[src/cpu_pkg.sv]
package cpu_pkg;

    localparam int XLEN = 32;

    // first fetch address
    localparam logic [XLEN-1:0] RESET_PC = 32'h1c00_0000;

    typedef enum logic [2:0] {
        IF,
        ID,
        EXE,
        MEM,
        WB
    } state_t;

    typedef enum logic [3:0] {
        ALU_ADD,
        ALU_SUB,
        ALU_SLT,
        ALU_SLTU,
        ALU_AND,
        ALU_NOR,
        ALU_OR,
        ALU_XOR,
        ALU_SLL,
        ALU_SRL,
        ALU_SRA,
        ALU_LUI   // passes src2
    } alu_op_t;

    // how the next pc is chosen in ID
    typedef enum logic [2:0] {
        BR_NONE,
        BR_B,
        BR_BL,
        BR_BEQ,
        BR_BNE,
        BR_JIRL
    } br_kind_t;

endpackage

[src/decode_if.sv]
`timescale 1ns/1ps

interface decode_if;
    import cpu_pkg::*;

    alu_op_t         alu_op;
    br_kind_t        br_kind;
    logic            src1_is_pc;
    logic            src2_is_imm;
    logic [XLEN-1:0] imm;
    logic [XLEN-1:0] br_offs;   // already shifted by 2
    logic            is_load;
    logic            is_store;
    logic            gr_we;
    logic [4:0]      dest;

    modport dec (
        output alu_op, br_kind, src1_is_pc, src2_is_imm, imm, br_offs,
               is_load, is_store, gr_we, dest
    );

    modport seq (
        input  alu_op, br_kind, src1_is_pc, src2_is_imm, imm, br_offs,
               is_load, is_store, gr_we, dest
    );

endinterface

[src/inst_decoder.sv]
`timescale 1ns/1ps

module inst_decoder (
    input  logic [31:0] inst,
    decode_if.dec       ctl,
    output logic [4:0]  rf_raddr1,
    output logic [4:0]  rf_raddr2
);
    import cpu_pkg::*;

    logic [5:0]  op_31_26;
    logic [3:0]  op_25_22;
    logic [1:0]  op_21_20;
    logic [4:0]  op_19_15;
    logic [4:0]  rd;
    logic [4:0]  rj;
    logic [4:0]  rk;
    logic [XLEN-1:0] si12_ext;
    logic [XLEN-1:0] offs16;
    logic [XLEN-1:0] offs26;
    logic        long_offs;   // b and bl use si26
    logic        reg_is_rd;

    assign op_31_26 = inst[31:26];
    assign op_25_22 = inst[25:22];
    assign op_21_20 = inst[21:20];
    assign op_19_15 = inst[19:15];
    assign rd       = inst[4:0];
    assign rj       = inst[9:5];
    assign rk       = inst[14:10];

    assign si12_ext = {{20{inst[21]}}, inst[21:10]};   // ui5 sits in the low bits too
    assign offs16   = {{14{inst[25]}}, inst[25:10], 2'b00};
    assign offs26   = {{4{inst[9]}}, inst[9:0], inst[25:10], 2'b00};

    always_comb begin
        ctl.alu_op      = ALU_ADD;
        ctl.br_kind     = BR_NONE;
        ctl.src1_is_pc  = 1'b0;
        ctl.src2_is_imm = 1'b0;
        ctl.imm         = si12_ext;
        ctl.is_load     = 1'b0;
        ctl.is_store    = 1'b0;
        ctl.gr_we       = 1'b0;
        ctl.dest        = rd;
        long_offs       = 1'b0;
        reg_is_rd       = 1'b0;

        if (op_31_26 == 6'h00 && op_25_22 == 4'h0 && op_21_20 == 2'h1) begin
            ctl.gr_we = 1'b1;
            case (op_19_15)
                5'h00: ctl.alu_op = ALU_ADD;
                5'h02: ctl.alu_op = ALU_SUB;
                5'h04: ctl.alu_op = ALU_SLT;
                5'h05: ctl.alu_op = ALU_SLTU;
                5'h08: ctl.alu_op = ALU_NOR;
                5'h09: ctl.alu_op = ALU_AND;
                5'h0a: ctl.alu_op = ALU_OR;
                5'h0b: ctl.alu_op = ALU_XOR;
                default: ctl.gr_we = 1'b0;
            endcase
        end else if (op_31_26 == 6'h00 && op_25_22 == 4'h1 && op_21_20 == 2'h0) begin
            ctl.gr_we       = 1'b1;
            ctl.src2_is_imm = 1'b1;
            case (op_19_15)
                5'h01: ctl.alu_op = ALU_SLL;
                5'h09: ctl.alu_op = ALU_SRL;
                5'h11: ctl.alu_op = ALU_SRA;
                default: ctl.gr_we = 1'b0;
            endcase
        end else if (op_31_26 == 6'h00 && op_25_22 == 4'ha) begin   // addi.w
            ctl.gr_we       = 1'b1;
            ctl.src2_is_imm = 1'b1;
        end else if (op_31_26 == 6'h05 && !inst[25]) begin          // lu12i.w
            ctl.alu_op      = ALU_LUI;
            ctl.gr_we       = 1'b1;
            ctl.src2_is_imm = 1'b1;
            ctl.imm         = {inst[24:5], 12'b0};
        end else if (op_31_26 == 6'h0a && op_25_22 == 4'h2) begin   // ld.w
            ctl.is_load     = 1'b1;
            ctl.gr_we       = 1'b1;
            ctl.src2_is_imm = 1'b1;
        end else if (op_31_26 == 6'h0a && op_25_22 == 4'h6) begin   // st.w
            ctl.is_store    = 1'b1;
            ctl.src2_is_imm = 1'b1;
            reg_is_rd       = 1'b1;
        end else begin
            case (op_31_26)
                6'h13: begin   // jirl links pc+4
                    ctl.br_kind     = BR_JIRL;
                    ctl.gr_we       = 1'b1;
                    ctl.src1_is_pc  = 1'b1;
                    ctl.src2_is_imm = 1'b1;
                    ctl.imm         = 32'd4;
                end
                6'h14: begin
                    ctl.br_kind = BR_B;
                    long_offs   = 1'b1;
                end
                6'h15: begin
                    ctl.br_kind     = BR_BL;
                    ctl.gr_we       = 1'b1;
                    ctl.src1_is_pc  = 1'b1;
                    ctl.src2_is_imm = 1'b1;
                    ctl.imm         = 32'd4;
                    ctl.dest        = 5'd1;
                    long_offs       = 1'b1;
                end
                6'h16: begin
                    ctl.br_kind = BR_BEQ;
                    reg_is_rd   = 1'b1;
                end
                6'h17: begin
                    ctl.br_kind = BR_BNE;
                    reg_is_rd   = 1'b1;
                end
                default: ;   // unknown encodings run as a no-op
            endcase
        end
    end

    assign ctl.br_offs = long_offs ? offs26 : offs16;

    assign rf_raddr1 = rj;
    assign rf_raddr2 = reg_is_rd ? rd : rk;

endmodule

[src/regfile.sv]
`timescale 1ns/1ps

module regfile (
    input  logic                     clk,
    input  logic [4:0]               raddr1,
    input  logic [4:0]               raddr2,
    input  logic                     we,
    input  logic [4:0]               waddr,
    input  logic [cpu_pkg::XLEN-1:0] wdata,
    output logic [cpu_pkg::XLEN-1:0] rdata1,
    output logic [cpu_pkg::XLEN-1:0] rdata2
);
    import cpu_pkg::*;

    logic [XLEN-1:0] regs [32];

    always_ff @(posedge clk) begin
        if (we && waddr != 5'd0) begin   // r0 stays zero
            regs[waddr] <= wdata;
        end
    end

    assign rdata1 = (raddr1 == 5'd0) ? '0 : regs[raddr1];
    assign rdata2 = (raddr2 == 5'd0) ? '0 : regs[raddr2];

endmodule

[src/alu.sv]
`timescale 1ns/1ps

module alu (
    input  cpu_pkg::alu_op_t         alu_op,
    input  logic [cpu_pkg::XLEN-1:0] alu_src1,
    input  logic [cpu_pkg::XLEN-1:0] alu_src2,
    output logic [cpu_pkg::XLEN-1:0] alu_result
);
    import cpu_pkg::*;

    logic [4:0] shamt;

    assign shamt = alu_src2[4:0];

    always_comb begin
        case (alu_op)
            ALU_ADD:  alu_result = alu_src1 + alu_src2;
            ALU_SUB:  alu_result = alu_src1 - alu_src2;
            ALU_SLT:  alu_result = {31'b0, $signed(alu_src1) < $signed(alu_src2)};
            ALU_SLTU: alu_result = {31'b0, alu_src1 < alu_src2};
            ALU_AND:  alu_result = alu_src1 & alu_src2;
            ALU_NOR:  alu_result = ~(alu_src1 | alu_src2);
            ALU_OR:   alu_result = alu_src1 | alu_src2;
            ALU_XOR:  alu_result = alu_src1 ^ alu_src2;
            ALU_SLL:  alu_result = alu_src1 << shamt;
            ALU_SRL:  alu_result = alu_src1 >> shamt;
            ALU_SRA:  alu_result = $unsigned($signed(alu_src1) >>> shamt);
            ALU_LUI:  alu_result = alu_src2;   // upper immediate built by decoder
            default:  alu_result = '0;
        endcase
    end

endmodule

[src/multicycle_seq.sv]
`timescale 1ns/1ps

module multicycle_seq (
    input  logic                     clk,
    input  logic                     reset,
    input  logic [31:0]              inst_sram_rdata,
    input  logic [cpu_pkg::XLEN-1:0] data_sram_rdata,
    input  logic [cpu_pkg::XLEN-1:0] rf_rdata1,
    input  logic [cpu_pkg::XLEN-1:0] rf_rdata2,
    input  logic [cpu_pkg::XLEN-1:0] alu_result,
    decode_if.seq                    dec,
    output logic [31:0]              inst,
    output logic [cpu_pkg::XLEN-1:0] inst_sram_addr,
    output cpu_pkg::alu_op_t         alu_op,
    output logic [cpu_pkg::XLEN-1:0] alu_src1,
    output logic [cpu_pkg::XLEN-1:0] alu_src2,
    output logic                     data_sram_we,
    output logic [cpu_pkg::XLEN-1:0] data_sram_addr,
    output logic [cpu_pkg::XLEN-1:0] data_sram_wdata,
    output logic                     rf_we,
    output logic [4:0]               rf_waddr,
    output logic [cpu_pkg::XLEN-1:0] rf_wdata,
    output logic [cpu_pkg::XLEN-1:0] debug_wb_pc
);
    import cpu_pkg::*;

    state_t          state;
    state_t          state_next;
    logic [XLEN-1:0] pc;
    logic [XLEN-1:0] npc_q;
    logic [XLEN-1:0] rj_val;
    logic [XLEN-1:0] rkd_val;
    logic [XLEN-1:0] alu_res_q;
    logic [XLEN-1:0] load_q;
    logic            br_taken;
    logic [XLEN-1:0] br_target;
    logic [XLEN-1:0] next_pc;

    always_comb begin
        case (state)
            IF:  state_next = ID;
            ID:  begin
                // plain branches finish here
                if (dec.br_kind == BR_B || dec.br_kind == BR_BEQ || dec.br_kind == BR_BNE)
                    state_next = IF;
                else
                    state_next = EXE;
            end
            EXE: state_next = (dec.is_load || dec.is_store) ? MEM : WB;
            MEM: state_next = dec.is_load ? WB : IF;
            WB:  state_next = IF;
            default: state_next = IF;
        endcase
    end

    // resolved in ID from the live register reads
    always_comb begin
        case (dec.br_kind)
            BR_B, BR_BL, BR_JIRL: br_taken = 1'b1;
            BR_BEQ:  br_taken = (rf_rdata1 == rf_rdata2);
            BR_BNE:  br_taken = (rf_rdata1 != rf_rdata2);
            default: br_taken = 1'b0;
        endcase
    end

    assign br_target = (dec.br_kind == BR_JIRL) ? rf_rdata1 + dec.br_offs : pc + dec.br_offs;
    assign next_pc   = br_taken ? br_target : pc + 32'd4;

    always_ff @(posedge clk) begin
        if (reset) begin
            state <= IF;
            pc    <= RESET_PC;
        end else begin
            state <= state_next;
            if (state != IF && state_next == IF) begin   // last state of the instruction
                pc <= (state == ID) ? next_pc : npc_q;
            end
        end
    end

    always_ff @(posedge clk) begin
        if (state == IF) inst <= inst_sram_rdata;
        if (state == ID) begin
            rj_val  <= rf_rdata1;
            rkd_val <= rf_rdata2;
            npc_q   <= next_pc;
        end
        if (state == EXE) alu_res_q <= alu_result;
        if (state == MEM) load_q <= data_sram_rdata;
    end

    assign inst_sram_addr = pc;

    assign alu_op   = dec.alu_op;
    assign alu_src1 = dec.src1_is_pc ? pc : rj_val;
    assign alu_src2 = dec.src2_is_imm ? dec.imm : rkd_val;

    assign data_sram_we    = (state == MEM) && dec.is_store;
    assign data_sram_addr  = alu_res_q;
    assign data_sram_wdata = rkd_val;   // rd for st.w

    assign rf_we       = (state == WB) && dec.gr_we;
    assign rf_waddr    = dec.dest;
    assign rf_wdata    = dec.is_load ? load_q : alu_res_q;
    assign debug_wb_pc = pc;

    a_store_in_mem: assert property (@(posedge clk) disable iff (reset)
        data_sram_we |-> state == MEM && $past(state) == EXE)
        else $error("store strobe outside MEM");

    a_write_in_wb: assert property (@(posedge clk) disable iff (reset)
        rf_we |-> state == WB && ($past(state) == EXE || $past(state) == MEM))
        else $error("register write outside WB");

    a_if_then_id: assert property (@(posedge clk) disable iff (reset)
        state == IF |=> state == ID)
        else $error("IF not followed by ID");

endmodule

[src/cpu_top.sv]
`timescale 1ns/1ps

module cpu_top (
    input  logic        clk,
    input  logic        reset,
    input  logic [31:0] inst_sram_rdata,
    input  logic [31:0] data_sram_rdata,
    output logic [31:0] inst_sram_addr,
    output logic        data_sram_we,
    output logic [31:0] data_sram_addr,
    output logic [31:0] data_sram_wdata,
    output logic [31:0] debug_wb_pc,
    output logic        debug_wb_rf_we,
    output logic [4:0]  debug_wb_rf_wnum,
    output logic [31:0] debug_wb_rf_wdata
);
    import cpu_pkg::*;

    decode_if dec_bus ();

    logic [31:0]     inst;
    logic [4:0]      rf_raddr1;
    logic [4:0]      rf_raddr2;
    logic [XLEN-1:0] rf_rdata1;
    logic [XLEN-1:0] rf_rdata2;
    logic            rf_we;
    logic [4:0]      rf_waddr;
    logic [XLEN-1:0] rf_wdata;
    alu_op_t         alu_op;
    logic [XLEN-1:0] alu_src1;
    logic [XLEN-1:0] alu_src2;
    logic [XLEN-1:0] alu_result;

    multicycle_seq u_seq (
        .clk             (clk),
        .reset           (reset),
        .inst_sram_rdata (inst_sram_rdata),
        .data_sram_rdata (data_sram_rdata),
        .rf_rdata1       (rf_rdata1),
        .rf_rdata2       (rf_rdata2),
        .alu_result      (alu_result),
        .dec             (dec_bus.seq),
        .inst            (inst),
        .inst_sram_addr  (inst_sram_addr),
        .alu_op          (alu_op),
        .alu_src1        (alu_src1),
        .alu_src2        (alu_src2),
        .data_sram_we    (data_sram_we),
        .data_sram_addr  (data_sram_addr),
        .data_sram_wdata (data_sram_wdata),
        .rf_we           (rf_we),
        .rf_waddr        (rf_waddr),
        .rf_wdata        (rf_wdata),
        .debug_wb_pc     (debug_wb_pc)
    );

    inst_decoder u_decoder (
        .inst      (inst),
        .ctl       (dec_bus.dec),
        .rf_raddr1 (rf_raddr1),
        .rf_raddr2 (rf_raddr2)
    );

    regfile u_regfile (
        .clk    (clk),
        .raddr1 (rf_raddr1),
        .raddr2 (rf_raddr2),
        .we     (rf_we),
        .waddr  (rf_waddr),
        .wdata  (rf_wdata),
        .rdata1 (rf_rdata1),
        .rdata2 (rf_rdata2)
    );

    alu u_alu (
        .alu_op     (alu_op),
        .alu_src1   (alu_src1),
        .alu_src2   (alu_src2),
        .alu_result (alu_result)
    );

    // trace mirrors the register write port
    assign debug_wb_rf_we    = rf_we;
    assign debug_wb_rf_wnum  = rf_waddr;
    assign debug_wb_rf_wdata = rf_wdata;

endmodule

[config.mk]
export PLATFORM = sky130hd
export DESIGN_NAME = cpu_top
export DESIGN_NICKNAME = d
export VERILOG_FILES = /design/src/cpu_pkg.sv /design/src/decode_if.sv /design/src/inst_decoder.sv /design/src/regfile.sv /design/src/alu.sv /design/src/multicycle_seq.sv /design/src/cpu_top.sv
export SDC_FILE = /design/constraint.sdc
export NUM_CORES = 2
export LEC_CHECK = 0
export ABC_CLOCK_PERIOD_IN_PS = 10660
export BUFFER_PORTS_ARGS = -buffer_cell sky130_fd_sc_hd__buf_4
export CELL_PAD_IN_SITES_DETAIL_PLACEMENT = 0
export CELL_PAD_IN_SITES_GLOBAL_PLACEMENT = 1
export CORE_MARGIN = 5
export CORE_UTILIZATION = 40
export CTS_BUF_LIST = sky130_fd_sc_hd__clkbuf_8
export DETAILED_ROUTE_END_ITERATION = 10
export PLACE_DENSITY_LB_ADDON = 0.1
export RECOVER_POWER = 50
export SYNTH_ARGS = -nofsm -noshare
export SYNTH_HDL_FRONTEND = slang
export SYNTH_SLANG_ARGS = --single-unit
[constraint.sdc]
create_clock -name clk -period 10.66 [get_ports clk]
set_clock_uncertainty 0.2 [all_clocks]
set_input_delay 1.066 -clock clk [delete_from_list [all_inputs] [get_ports clk]]
set_output_delay 1.066 -clock clk [all_outputs]
set_load 0.005 [all_outputs]
Word level (Yosys, flattened, before mapping) --
Memory sizes are Yosys's and may differ from the RTL's. A register that Yosys moved wholly into a read port is not among the register bits. Index checks and enable logic that the tools add are counted.
Storage, ports and cells: RAM bits 1024, output and inout bits 167, register bits after elaboration 227, logic and storage cells 190, memories 1, input port bits 66
Cells by class: mux-type cells 91, $add $sub $neg 5, order comparisons 2, bitwise operators 4, reduce and logical (&&, ||, !) cells 33, shifts and indexed selects 3, equal/unequal tests 43
Memories:
- u_regfile.regs | depth 32, bits a word 32, read ports 2, clocked after Yosys merged registers in 1, wr ports 1, RTL line regfile.sv:15 | logic [XLEN-1:0] regs [32];
Operators with widths (count):
- two-way mux 32 bit | 16
- case mux 32 bit (12 select lines) | 1
- adder 32 bit | 3
- < comparator 32 bit | 2
- two-way mux 1 bit | 47
- two-way mux 5 bit | 9
- adder 32 x 3 -> 32 bit, second input constant | 1
- AND 32 bit | 1
- equality test 32 bit | 1
- inequality test 32 bit | 1
- inverter 32 bit | 1
- OR 32 bit | 1
- << shifter 32 x 5 -> 32 bit | 1
- >> shifter 32 x 5 -> 32 bit | 1
- >>> shifter 32 x 5 -> 32 bit | 1
- subtractor 32 bit | 1
- XOR 32 bit | 1
- equality test 6 x 5 -> 1 bit, second input constant | 5
- two-way mux 3 bit | 8
- case mux 3 bit (7 select lines) | 1
- equality test 4 x 3 -> 1 bit, second input constant | 5
- equality test 4 bit, second input constant | 5
- equality test 5 x 4 -> 1 bit, second input constant | 4
- two-way mux 4 bit | 4
- other kinds (30) | 60

Logic depth before layout (Yosys ltp) --
word-level depth 16, mapped depth 27, gate-level depth less buffers 24

Hierarchy --
Synthesis repeated with hierarchy kept, for this count alone.
Unflattened totals: cells, all modules 4889, area total of the unflattened synthesis 69033.7 um2
By module, submodules not included:
- regfile | times used 1, area an instance 46998.8 um2, cells an instance 2400, sequential area each 30749.5 um2
- multicycle_seq | times used 1, area an instance 12060.3 um2, cells an instance 1028, sequential area each 6145.9 um2
- alu | times used 1, area an instance 8902.3 um2, cells an instance 1305, sequential area each 0.0 um2
- inst_decoder | times used 1, area an instance 1072.3 um2, cells an instance 156, sequential area each 0.0 um2

Least setup slack after synthesis --
OpenSTA, ideal clock, no wires.
kind register to register, start point register with a tool-made name, end point register u_seq.pc[30] (netlist: u_seq.debug_wb_pc[30]), data required time 10359 ps, library setup time 101 ps, setup slack 4010 ps, data arrival time 6349 ps, buffers on the path 6, stages on the path, launching flop included 27, clock period less this slack 6650 ps, cell sequence dfxtp_1 -> buf_2 -> buf_2 -> buf_2 -> buf_2 -> clkbuf_1 -> buf_1 -> mux4_2 -> mux4_2 -> mux2i_1 -> nor2_1 -> mux2_2 -> ha_1 -> inv_1 -> o21bai_1 -> a21o_1 -> a21o_1 -> a21oi_1 -> o211a_1 -> o31ai_1 -> a211oi_1 -> o21bai_1 -> a41oi_1 -> or3_1 -> o2111ai_1 -> o22ai_1 -> o41ai_1
RTL lines:
- end signal: assignment | RTL line multicycle_seq.sv:76 | pc <= (state == ID) ? next_pc : npc_q;
- end: declaration | RTL line multicycle_seq.sv:29 | logic [XLEN-1:0] pc;

==> impl_metrics.toml <==
[synth]
synth_ff_type = "edfxtp_1"
syn_avg_cell_area_sq_um = 11.8
synth_top_area_share_pct = 51.2
ys_async_sr_fraction_pct = 0
ys_warn_count = 0
syn_area_sq_mm = 0.0694
synth_top_area_cell = "edfxtp_1"
synth_area_leaders = "edfxtp_1, mux4_2, nand2_1, mux2i_1, ha_1"
yosysSeqAreaShare_pct = 53.3
synthDistinctLibCells = 98
ys_ff_latch = 1256
syn_inst = 5897
synth_edf_count = 1184

[placement]
place_inst = 8230
io_buffers = 232
place_hpwl_um = 198000
globalplace.congestion = 0.934

[timing]
hold_violations = 0
worst_pin_slew_ps = 3250
fin_crit_sh_pct = 86.8
relSlewSlack_pct = -117
tns_ps = 0
finalSetupViolCount = 0
fmax_mhz = 108
rsz0062_at_grt = "no"
fin_crit_ps = 9260
finalMaxSlewViolations = 413

[clock_network]
clk_pin_slew_ps = 60
cts_max_level = 4
worstSkewPairLatency_ps = 1000
post_cts_buffers = 0
cts_buffers = 217
clock_sinks = 1256
cts_tree = "built"
cts_root_buf = "clkbuf_8"
cts_buffer_depth = 3

[setup_path]
crit_required_ps = 11320
worstSetupPathType = "register to register"
cp.arrival_ps = 9920
endpoint_kind = "register"
crit_fanout = 45
start_kind = "register"

[die]
fp.dieH_um = 427
ioPinCount = 233
core_sq_mm = 0.173
start_util_pct = 40.1
dieArea_sq_mm = 0.182
num_rows = 153
die_w_um = 427

[final_layout]
layout_common_cells = "edfxtp_1, nand2_1, nor2_1"
final_common_cell = "edfxtp_1"
area_growth_pct = 13.1
drive_above_1_share_pct = 18.3
final_cells = 8662
fillerInstances = 16000
nets = 6346

[route]
drc = 0
drt-pass1-iter-count = 6
routed_via_density = 6.29
vias = 54400
drt_first_iter_violations = 6463
ant_nets = 0
wl_per_cell_um = 35.2
wirelength_um = 305000

[power]
powerDensity_mw_per_mm2 = 198
power_uw = 15500
leakagePower_uw = 0.0284
irDropWorstVdd_v = 0.000134

[global_routing]
grt_overflow_total = 0
grt_pass1_vias = 51800
gr-usage-all-layers_pct = 32.8
grt_pass1_wl_um = 418000
grt_max_degree = 128
antenna_found_initial = 9

[hold_path]
min_path_type = "input pin to register"

[job]
max_cap_violations = 11

[outcome]
violations = "capacitance limit, slew limit"
status = "finished, violations left"
routing by layer:
layer | wire [um] | vias to the layer above | global-route usage, %
met3 | 25600 | 649 | 6.04
met2 | 142000 | 3008 | 52.9
met5 | 34 | - | 0
met1 | 118000 | 27800 | 42.2
li1 | - | 23000 | -
met4 | 19400 | 6 | 17.2
registers in the layout, summed over array words and instances (netlist names), named ones only:
| signal | flops |
|---|---|
| u_regfile.regs | 1024 |
| u_seq.data_sram_addr | 32 |
| u_seq.data_sram_wdata | 32 |
| u_seq.debug_wb_pc | 32 |
| u_seq.inst | 32 |
| u_seq.load_q | 32 |
| u_seq.npc_q | 32 |
| u_seq.rj_val | 32 |
| u_seq.state | 3 |
report_power, final:
group / internal (uW) / switching, uW / total, uW / leakage (uW)
clock network: 2320 / 2190 / 4510 / 0.00244
registers: 5700 / 286 / 5990 / 0.0113
logic: 1720 / 3320 / 5040 / 0.0146
cells by family (layout without fill, tap and decap cells):
kind of cell | count (synthesis) | after routing | share of synthesized area [%]
compound gates | 1000 | 1000 | 9.80
xor+xnor | 107 | 107 | 1.35
fa+ha+maj | 134 | 134 | 2.45
buf+inv | 584 | 982 | 3.81
flops | 1256 | 1256 | 53.3
mux | 673 | 673 | 15.6
other cells | 1 | 43 | 0.00540
simple gates | 2142 | 2142 | 13.7
final timing paths:
check / cells past startpoint / to / slack [ps] / startpoint
hold reg to reg: 2 / u_seq.npc_q[24] / 240 / u_seq.npc_q[24]
setup / recovery: 12 / u_seq.debug_wb_pc[26] / 1400 / register
setup reg to reg: 12 / u_seq.debug_wb_pc[26] / 1400 / register
hold / removal: 1 / u_seq.load_q[27] / 110 / data_sram_rdata[27]
cell usage after synthesis (13+ instances only):
cell       instances
mux2i_1          280
clkbuf_1         242
o221ai_1          16
ha_1             131
nor3_1            77
nand3_1          322
buf_4             67
and3_1            94
edfxtp_1        1184
a221oi_1          17
buf_1             54
o311ai_0          13
a22oi_1           25
nand4_1           84
nor2_1           387
o21ai_0          178
dfxtp_1           72
o21a_1            14
a32oi_1           24
or3_1             23
a21oi_1          229
xor2_1            44
inv_1            126
buf_6             13
o22ai_1           35
o31ai_1           18
o21bai_1          18
mux2_2            72
a311oi_1          52
a31oi_1           73
a2111oi_0         21
mux4_2           320
buf_2             81
nand2_1         1035
o2111ai_1         24
a211oi_1          38
xnor2_1           63
nand2b_1          27
nor2b_1           14
o211ai_1          49
a21o_1            42
per-stage QoR:
step	hold WS, ps	setup WS [ps]	util (%)	area (sq um)
6_report	106	1400	45.3	78500
5_1_grt	46.9	1330	45.3	78500
4_1_cts	0.126	2610	45.4	78700
3_5_place_dp	227	2670	42.8	74200
3_3_place_gp	218	2250	42.8	74100
2_1_floorplan	210	4010	-	69500
critical path: stages, from the launching register on:
cell	delay [ps]
dfxtp_1	2530
clkbuf_1	1030
mux4_2	430
mux4_2	240
mux2i_1	70
nor2_1	840
xor2_1	280
nor4_1	890
nand3b_1	600
a22o_1	540
nor2_1	820
o211ai_1	240
a221o_1	390
repair_timing:
| item | 4_1_cts | 5_1_grt |
|---|---|---|
| endpoints found under the hold margin | 22 | 0 |
| hold buffers | 22 | 0 |
| resized for setup | 0 | 0 |
final cells by class:
cell class                 count  area, sq um  area share, %
sequential                  1256        37000           47.1
multi-input combinational   4088        30300           38.6
timing repair buffer         456         3440           4.37
clock buffer                 219         3010           3.84
tap                         2325         2910           3.70
clock inverter               180         1330           1.69
inverter                     127          478          0.609
antenna                       11         27.5         0.0350
Note: power is estimated with default switching activity, not from simulation.
